File: src/verilog/ddr_rx_defines.svh
// shared sizes and register map for the ddr receiver
// DDR_WORD_W must stay equal to 2 * DDR_LANES * DDR_BEATS
// DDR_FIFO_DEPTH must be a power of two
`ifndef DDR_RX_DEFINES_SVH
`define DDR_RX_DEFINES_SVH

// receive path sizing
`define DDR_LANES       4                 // ddr input bits
`define DDR_BEATS       4                 // clock periods per word
`define DDR_WORD_W      32                // packed word width
`define DDR_FIFO_DEPTH  8                 // words, power of two
`define DDR_LEVEL_W     ($clog2(`DDR_FIFO_DEPTH) + 1)

// register byte offsets
`define DDR_REG_CTRL    4'h0
`define DDR_REG_STATUS  4'h4
`define DDR_REG_DATA    4'h8
`define DDR_REG_SAMPLE  4'hc

`endif
File: src/verilog/wb_pkg.sv
// wishbone classic bus types for the register port
// single 32-bit data path, byte address, no byte selects
`default_nettype none

package wb_pkg;

`include "ddr_rx_defines.svh"

   localparam int WB_AW = 4;  // byte address bits
   localparam int WB_DW = 32; // data bits

   // master to slave
   typedef struct packed {
      logic             cyc;
      logic             stb;
      logic             we;
      logic [WB_AW-1:0] adr; // byte address
      logic [WB_DW-1:0] dat; // write data
   } wb_req_t;

   // slave to master
   typedef struct packed {
      logic             ack;
      logic [WB_DW-1:0] dat; // read data, valid with ack
   } wb_rsp_t;

   // register word indexes, taken from the byte offsets
   typedef enum logic [1:0] {
      REG_CTRL   = 2'(`DDR_REG_CTRL >> 2),
      REG_STATUS = 2'(`DDR_REG_STATUS >> 2),
      REG_DATA   = 2'(`DDR_REG_DATA >> 2),
      REG_SAMPLE = 2'(`DDR_REG_SAMPLE >> 2)
   } reg_addr_e;

endpackage

`default_nettype wire

File: src/verilog/ddr_rx_pkg.sv
// receive path types, shared by the cells, gearbox and register block
// pair layout is fall bits on top, rise bits below
`default_nettype none

package ddr_rx_pkg;

`include "ddr_rx_defines.svh"

   // input cell operating modes, encodings fixed by the cell
   typedef enum logic [1:0] {
      RX_BYPASS = 2'd0, // live input, no capture
      RX_SAMPLE = 2'd1, // raw posedge / negedge captures
      RX_ALIGN  = 2'd2, // fall capture moved onto posedge
      RX_PIPE   = 2'd3  // rise and fall of one period together
   } rx_mode_e;

   // one clock period worth of lane data
   typedef struct packed {
      logic [`DDR_LANES-1:0] fall; // negedge bits
      logic [`DDR_LANES-1:0] rise; // posedge bits
   } rx_pair_t;

endpackage

`default_nettype wire

File: src/verilog/ddr_rx_top.sv
// ddr receiver top, single clock domain
// ddr_in must arrive on the already shifted clk, no training is done
`timescale 1ns/1ps
`default_nettype none

`include "ddr_rx_defines.svh"

module ddr_rx_top
   import ddr_rx_pkg::*;
   import wb_pkg::*;
(
   input  logic                  clk,
   input  logic                  rst,
   input  logic [`DDR_LANES-1:0] ddr_in,
   input  wb_req_t               wb_req,
   output wb_rsp_t               wb_rsp
);

   rx_mode_e                mode;
   logic                    capture_en;
   logic [`DDR_LANES-1:0]   rise;
   logic [`DDR_LANES-1:0]   fall;
   rx_pair_t                pair;
   logic [`DDR_WORD_W-1:0]  word;
   logic                    word_valid;
   logic [`DDR_WORD_W-1:0]  fifo_data;
   logic [`DDR_LEVEL_W-1:0] level;
   logic                    empty;
   logic                    overflow;
   logic                    pop;
   logic                    clr_overflow;

   // one input cell per lane
   for (genvar i = 0; i < `DDR_LANES; i++)
   begin : g_lane
      ddr_in_cell u_cell (
         .clk   (clk),
         .in    (ddr_in[i]),
         .mode  (mode),
         .qrise (rise[i]),
         .qfall (fall[i])
      );
   end

   assign pair = '{fall: fall, rise: rise};

   ddr_rx_gearbox u_gearbox (
      .clk        (clk),
      .rst        (rst),
      .capture_en (capture_en),
      .pair       (pair),
      .word       (word),
      .word_valid (word_valid)
   );

   ddr_rx_fifo u_fifo (
      .clk          (clk),
      .rst          (rst),
      .wr_data      (word),
      .wr_en        (word_valid),
      .rd_en        (pop),
      .rd_data      (fifo_data),
      .level        (level),
      .empty        (empty),
      .overflow     (overflow),
      .clr_overflow (clr_overflow)
   );

   ddr_rx_wb_regs u_regs (
      .clk          (clk),
      .rst          (rst),
      .wb_req       (wb_req),
      .wb_rsp       (wb_rsp),
      .mode         (mode),
      .capture_en   (capture_en),
      .pair         (pair),
      .fifo_data    (fifo_data),
      .level        (level),
      .empty        (empty),
      .overflow     (overflow),
      .pop          (pop),
      .clr_overflow (clr_overflow)
   );

endmodule

`default_nettype wire

File: src/verilog/ddr_rx_wb_regs.sv
// wishbone classic slave with a one cycle ack and no wait states or errors
// CTRL    [1:0] mode, [2] capture_en
// STATUS  [7:0] level, [8] overflow (write 1 clears), [9] empty
// DATA    read pops the FIFO and reads 0 when empty
// SAMPLE  [7:0] live rx pair
`timescale 1ns/1ps
`default_nettype none

`include "ddr_rx_defines.svh"

module ddr_rx_wb_regs
   import ddr_rx_pkg::*;
   import wb_pkg::*;
(
   input  logic                    clk,
   input  logic                    rst,
   input  wb_req_t                 wb_req,
   output wb_rsp_t                 wb_rsp,
   output rx_mode_e                mode,
   output logic                    capture_en,
   input  rx_pair_t                pair,
   input  logic [`DDR_WORD_W-1:0]  fifo_data,
   input  logic [`DDR_LEVEL_W-1:0] level,
   input  logic                    empty,
   input  logic                    overflow,
   output logic                    pop,
   output logic                    clr_overflow
);

   logic             ack_q;
   logic [WB_DW-1:0] dat_q;   // registered read data
   logic             pop_q;   // high in the ack cycle of a DATA read
   logic             clr_q;
   rx_mode_e         mode_q;
   logic             cap_q;
   logic             hit;
   reg_addr_e        addr;

   // new request only when no ack is outstanding
   assign hit  = wb_req.cyc && wb_req.stb && !ack_q;
   assign addr = reg_addr_e'(wb_req.adr[3:2]);

   // ######################################
   // handshake and control
   // ######################################
   always_ff @(posedge clk)
   begin
      if (rst)
      begin
         ack_q  <= 1'b0;
         pop_q  <= 1'b0;
         clr_q  <= 1'b0;
         mode_q <= RX_BYPASS;
         cap_q  <= 1'b0;
      end
      else
      begin
         ack_q <= hit;
         pop_q <= hit && !wb_req.we && (addr == REG_DATA) && !empty;
         clr_q <= hit && wb_req.we && (addr == REG_STATUS) && wb_req.dat[8];
         if (hit && wb_req.we && (addr == REG_CTRL))
         begin
            mode_q <= rx_mode_e'(wb_req.dat[1:0]);
            cap_q  <= wb_req.dat[2];
         end
      end
   end

   // ######################################
   // read mux registered with ack
   // ######################################
   always_ff @(posedge clk)
   begin
      if (rst)
      begin
         dat_q <= '0;
      end
      else if (hit && !wb_req.we)
      begin
         case (addr)
            REG_CTRL:   dat_q <= {29'd0, cap_q, mode_q};
            REG_STATUS: dat_q <= {22'd0, empty, overflow, 8'(level)};
            REG_DATA:   dat_q <= empty ? '0 : fifo_data; // head word
            default:    dat_q <= {24'd0, pair};          // sample view
         endcase
      end
   end

   assign wb_rsp       = '{ack: ack_q, dat: dat_q};
   assign mode         = mode_q;
   assign capture_en   = cap_q;
   assign pop          = pop_q;
   assign clr_overflow = clr_q;

endmodule

`default_nettype wire

File: src/verilog/ddr_rx_fifo.sv
// receive FIFO, show-ahead read data
// a write while full is dropped and sets the sticky overflow flag
// a read while empty is ignored
`timescale 1ns/1ps
`default_nettype none

`include "ddr_rx_defines.svh"

module ddr_rx_fifo (
   input  logic                    clk,
   input  logic                    rst,
   input  logic [`DDR_WORD_W-1:0]  wr_data,
   input  logic                    wr_en,
   input  logic                    rd_en,
   output logic [`DDR_WORD_W-1:0]  rd_data,
   output logic [`DDR_LEVEL_W-1:0] level,
   output logic                    empty,
   output logic                    overflow,
   input  logic                    clr_overflow
);

   localparam int AW = $clog2(`DDR_FIFO_DEPTH);

   logic [`DDR_WORD_W-1:0] mem [`DDR_FIFO_DEPTH];
   logic [AW:0]            wr_ptr_q; // extra bit tells full from empty
   logic [AW:0]            rd_ptr_q;
   logic                   ovf_q;
   logic                   full;

   assign level = wr_ptr_q - rd_ptr_q;
   assign empty = (level == '0);
   assign full  = (level == `DDR_LEVEL_W'(`DDR_FIFO_DEPTH));

   // storage, no reset
   always_ff @(posedge clk)
   begin
      if (wr_en && !full)
      begin
         mem[wr_ptr_q[AW-1:0]] <= wr_data;
      end
   end

   always_ff @(posedge clk)
   begin
      if (rst)
      begin
         wr_ptr_q <= '0;
         rd_ptr_q <= '0;
         ovf_q    <= 1'b0;
      end
      else
      begin
         if (wr_en && !full)  wr_ptr_q <= wr_ptr_q + 1'b1;
         if (rd_en && !empty) rd_ptr_q <= rd_ptr_q + 1'b1;
         // new overflow wins over a clear on the same edge
         if (wr_en && full)      ovf_q <= 1'b1;
         else if (clr_overflow)  ovf_q <= 1'b0;
      end
   end

   assign rd_data  = mem[rd_ptr_q[AW-1:0]]; // head word
   assign overflow = ovf_q;

endmodule

`default_nettype wire

File: src/verilog/ddr_rx_gearbox.sv
// packs one rx pair per clock into DDR_WORD_W bit words
// first pair lands in byte 0 and word_valid pulses the cycle after the last pair
// no alignment search so a word starts wherever capture_en rose
`timescale 1ns/1ps
`default_nettype none

`include "ddr_rx_defines.svh"

module ddr_rx_gearbox
   import ddr_rx_pkg::*;
(
   input  logic                   clk,
   input  logic                   rst,
   input  logic                   capture_en,
   input  rx_pair_t               pair,
   output logic [`DDR_WORD_W-1:0] word,
   output logic                   word_valid
);

   localparam int PAIR_W = $bits(rx_pair_t);
   localparam int CNT_W  = $clog2(`DDR_BEATS);
   localparam logic [CNT_W-1:0] LAST_BEAT = CNT_W'(`DDR_BEATS - 1);

   logic [`DDR_WORD_W-1:0] shift_q; // newest pair enters at the top
   logic [CNT_W-1:0]       beat_q;  // pairs taken into current word
   logic                   valid_q;

   // ######################################
   // data shift
   // ######################################
   // after DDR_BEATS shifts the oldest pair sits in byte 0
   always_ff @(posedge clk)
   begin
      if (rst)
      begin
         shift_q <= '0;
      end
      else if (capture_en)
      begin
         shift_q <= {pair, shift_q[`DDR_WORD_W-1:PAIR_W]};
      end
   end

   // ######################################
   // beat counter
   // ######################################
   always_ff @(posedge clk)
   begin
      if (rst)
      begin
         beat_q  <= '0;
         valid_q <= 1'b0;
      end
      else if (!capture_en)
      begin
         beat_q  <= '0;   // drop any partial word
         valid_q <= 1'b0;
      end
      else
      begin
         valid_q <= (beat_q == LAST_BEAT); // word complete after this edge
         if (beat_q == LAST_BEAT)
         begin
            beat_q <= '0;
         end
         else
         begin
            beat_q <= beat_q + 1'b1;
         end
      end
   end

   // shift_q still holds the full word while valid_q is high
   // and the next pair only replaces it at the end of that cycle
   assign word       = shift_q;
   assign word_valid = valid_q;

endmodule

`default_nettype wire

File: src/verilog/ddr_in_cell.sv
// dual edge input cell, one per lane
// clk is assumed already phase shifted so the posedge sees the rise bit first
// capture flops carry no reset so outputs are junk until two edges have passed
`timescale 1ns/1ps
`default_nettype none

module ddr_in_cell
   import ddr_rx_pkg::*;
(
   input  logic     clk,
   input  logic     in,    // ddr data pin
   input  rx_mode_e mode,
   output logic     qrise,
   output logic     qfall
);

   logic rise_q;       // posedge capture
   logic fall_q;       // negedge capture
   logic rise_align_q; // rise capture delayed for pipe mode
   logic fall_align_q; // fall capture moved to posedge

   // ######################################
   // capture flops
   // ######################################
   always_ff @(posedge clk)
   begin
      rise_q <= in;
   end

   always_ff @(negedge clk)
   begin
      fall_q <= in;
   end

   // second stage on posedge
   always_ff @(posedge clk)
   begin
      rise_align_q <= rise_q;
      fall_align_q <= fall_q; // half cycle path from negedge flop
   end

   // ######################################
   // output select
   // ######################################
   always_comb
   begin
      case (mode)
         RX_SAMPLE:
         begin
            qrise = rise_q;
            qfall = fall_q;       // changes on negedge
         end
         RX_ALIGN:
         begin
            qrise = rise_q;
            qfall = fall_align_q;
         end
         RX_PIPE:
         begin
            qrise = rise_align_q; // bit k
            qfall = fall_align_q; // bit k + 1/2
         end
         default:
         begin
            qrise = in;           // bypass passes the pin straight through
            qfall = 1'b0;
         end
      endcase
   end

endmodule

`default_nettype wire

File: config.mk
export PLATFORM = sky130hd
export DESIGN_NAME = ddr_rx_top
export DESIGN_NICKNAME = d
export VERILOG_FILES = /design/src/verilog/wb_pkg.sv /design/src/verilog/ddr_rx_pkg.sv /design/src/verilog/ddr_rx_top.sv /design/src/verilog/ddr_rx_wb_regs.sv /design/src/verilog/ddr_rx_fifo.sv /design/src/verilog/ddr_rx_gearbox.sv /design/src/verilog/ddr_in_cell.sv
export VERILOG_INCLUDE_DIRS = /design/src /design/src/verilog
export SDC_FILE = /design/constraint.sdc
export NUM_CORES = 1
export LEC_CHECK = 0
export BUFFER_PORTS_ARGS = -buffer_cell sky130_fd_sc_hd__buf_2
export CORE_MARGIN = 10
export CORE_UTILIZATION = 35
export CTS_CLUSTER_SIZE = 24
export DETAILED_ROUTE_END_ITERATION = 16
export PLACE_DENSITY_LB_ADDON = 0.3
export SYNTH_ARGS = -nofsm -noshare
export SYNTH_HDL_FRONTEND = slang
export SYNTH_SLANG_ARGS = --single-unit
File: constraint.sdc
create_clock -name clk -period 5.13 [get_ports clk]
set_input_delay 0 -clock clk [delete_from_list [all_inputs] [get_ports clk]]
set_output_delay 0 -clock clk [all_outputs]
set_load 0.02 [all_outputs]
==> impl_metrics.csv <==
group,metric,value,unit
setup_path,arrival,4.12,ns
synth,postSynthCellCount,771,
sta,hold_viol_final,0,
synth,yosys_warnings,0,
synth,yosysSeqAreaShare,0.721,
setup_path,critical_path.cell_chain,"nand2_1 -> a21oi_1 -> a32oi_1 -> a211oi_1",
synth,netlist_area,0.0135,sq mm
clock_tree,clockBufferDepth,3,
place,hpwl,15900,um
setup_path,critPathLaunch,"g_lane[0].u_cell.fall_q",
clock_tree,cts_tree,"done",
synth,synth_ff_type,"edfxtp_1",
global_routing,grt_max_degree,64,
layout,final_util,0.412,
sta,hold_slack,0.0315,ns
flow_run,cap_violations,0,
drt,wire_per_inst,20.7,um
drt,vias,6805,
sta,tightest_slew,1.27,ns
clock_tree,cts_resized,0,
setup_path,critPathBufInv,0,
setup_path,crit_family,"compound AO/OA/AOI/OAI gates",
run_status,outcome,"completed",
global_routing,overflow,0,
drt,ant_nets,0,
synth,yosysTopAreaCell,"edfxtp_1",
die,rows,71,
drt,route.detailed.drc,0,
die,pin_count,78,
sta,slew_violations,0,
layout,instances_no_fill,1384,
global_routing,grt_pass1_wl,43900,um
sta,fin_ws,1.43,ns
power,vdd_ir_drop_max,265,uV
sta,tns,0,ns
clock_tree,clk_pin_slew,0.06,ns
sta,finalSetupViolCount,0,
synth,ys_types,52,
setup_path,cp.required,5.55,ns
synth,ys_ff_latch,357,
place,numPortBuffers,47,
die,start_util,0.356,
layout,fillCellCount,3493,
layout,final_common_cell,"edfxtp_1",
clock_tree,ctsHtreeMaxLevel,2,
place,pre_cts_slack,1.49,ns
die,core-area,0.0378,sq mm
setup_path,timing.rr.end,"u_regs.dat_q[4]",
setup_path,crit_type,"reg2reg",
drt,viasPerCell,4.92,
setup_path,end_kind,"flip-flop",
setup_path,critPathMaxFanout,2,
layout,area_delta_synth_final,15.8,%
power,leakage,5.01,nW
global_routing,track_usage,0.122,
die,dieArea,0.0467,sq mm
clock_tree,cts_buffers,37,
setup_path,reg2reg_depth,4,
sta,rsz0062_at_grt,"false",
clock_tree,clk_latency,0.57,ns
synth,synth_edf_count,256,
place,place.gp.congestion,0.788,
layout,nets,900,
place,place_inst,1300,
clock_tree,clock-sinks,357,
synth,avgSynthCellArea,17.5,sq um
sta,finalClockSkew,0.0571,ns
layout,final_cell_mix,"256 x edfxtp_1, 97 x dfxtp_1, 64 x mux4_2",
drt,drt-initial-drc-count,585,
setup_path,r2r_slack,1.43,ns
worst_hold_path,hold_path.class,"in2reg",
synth,synth_top_area_share,0.571,
sta,slew_headroom,0.150,
synth,async_flop_share,0,
setup_path,cp_num_cells,4,
synth,netlist_top_cells_area,"edfxtp_1 57%, dfxtp_1 15%, mux4_2 11%",
power,powerDensity,367,mW/mm^2
layout,insertedDiodeCount,0,
die,die_height,216,um
clock_tree,cts_setup_buffers,0,
place,dpl_cell_area,0.0143,sq mm
setup_path,startpoint_type,"flip-flop",
drt,first_pass_iters,5,
layout,drive_gt1_frac,0.243,
global_routing,grt_pass1_vias,7151,
setup_path,cp_slowest_cell,"dfxtp_1",
drt,routed_wl,28700,um
global_routing,antenna_found_initial,0,
layout,design_area,0.0156,sq mm
clock_tree,root_buffer,"clkbuf_16",
setup_path,slowest_delay,0.31,ns
die,die_x,216,um
synth,synth_nets,827,
clock_tree,cts-hold-fix-buffers,13,
setup_path,r2r-start,"g_lane[0].u_cell.fall_q",
power,finalPower,5.72,mW
setup_path,cp-endpoint,"u_regs.dat_q[4]",
[how the worst min path moves through the flow]
| stage | cells past startpoint | end | slack, ns | from |
|---|---|---|---|---|
| after floorplan | 0 | g_lane[0].u_cell.rise_q | 0.03 | ddr_in[0] |
| after global placement | 1 | g_lane[2].u_cell.rise_q | 0.14 | ddr_in[2] |
| after detailed placement | 1 | g_lane[2].u_cell.rise_q | 0.14 | ddr_in[2] |
| after CTS | 3 | u_regs.dat_q[6] | 0.005 | wb_req[35] |
| after global routing | 3 | u_regs.dat_q[5] | 0.06 | wb_req[35] |
| final | 3 | u_regs.dat_q[6] | 0.03 | wb_req[35] |
[synth_stat cells (3+ instances only)]
master / number
mux4_2: 64
inv_1: 15
a211oi_1: 4
nand3_1: 6
xnor2_1: 4
buf_6: 5
edfxtp_1: 256
a32oi_1: 5
ha_1: 10
a21o_1: 3
nand2_1: 42
a22oi_1: 5
buf_2: 7
mux2i_1: 59
o21ai_0: 31
clkbuf_1: 17
o21ai_1: 3
a31oi_1: 3
buf_4: 8
nor2_1: 54
mux2_2: 11
buf_1: 5
a21oi_1: 10
nor3_1: 6
dfxtp_1: 101
o22ai_1: 3
[layout make-up]
type	instances	area, sq um	share of cell area
clock buffer	51	1070	0.0688
clock inverter	21	126	0.00811
inverter	14	52.6	0.00337
multi-input combinational	357	3510	0.225
sequential	357	9720	0.624
tap	511	639	0.0410
timing repair buffer	73	463	0.0297
[metal layers]
layer  GRT usage  wire, um  vias up
met2       0.200     14000      144
li1            -         -     3138
met3      0.0263      1390       34
met1       0.163     12900     3489
met5           0         0        -
met4      0.0301       413        0
[report_power, final]
group,switching (mW),internal [mW]
combinational,0.0436,0.0223
clock,1.07,1.52
sequential,0.00627,3.06
total,1.12,4.60
[tightest hold or removal path, delay by kind of cell]
family	cells	cell delay, ns
AO/OA/AOI/OAI	2	0.30
buffers and inverters	1	0.19
[cells by family (layout without fill, tap and decap cells)]
kind of cell | count (synthesis) | count (layout) | share of synthesized area
fa+ha+maj | 11 | 11 | 0.0108
compound gates | 75 | 75 | 0.0375
xor+xnor | 6 | 6 | 0.00390
buf+inv | 57 | 159 | 0.0216
flops | 357 | 357 | 0.721
mux | 134 | 134 | 0.160
simple gates | 131 | 131 | 0.0448
[sequential cells by signal, indices dropped and copies added (netlist names), 2 cells and up, named ones only]
name                        flops
g_lane.u_cell.fall_align_q      4
g_lane.u_cell.rise_align_q      4
u_regs.mode                     2
u_gearbox.beat_q                2
u_fifo.wr_ptr_q                 4
u_regs.dat_q                   32
u_fifo.mem                    256
u_gearbox.word                 32
g_lane.u_cell.rise_q            4
g_lane.u_cell.fall_q            4
u_fifo.rd_ptr_q                 4
(Power assumes the default switching activity.)
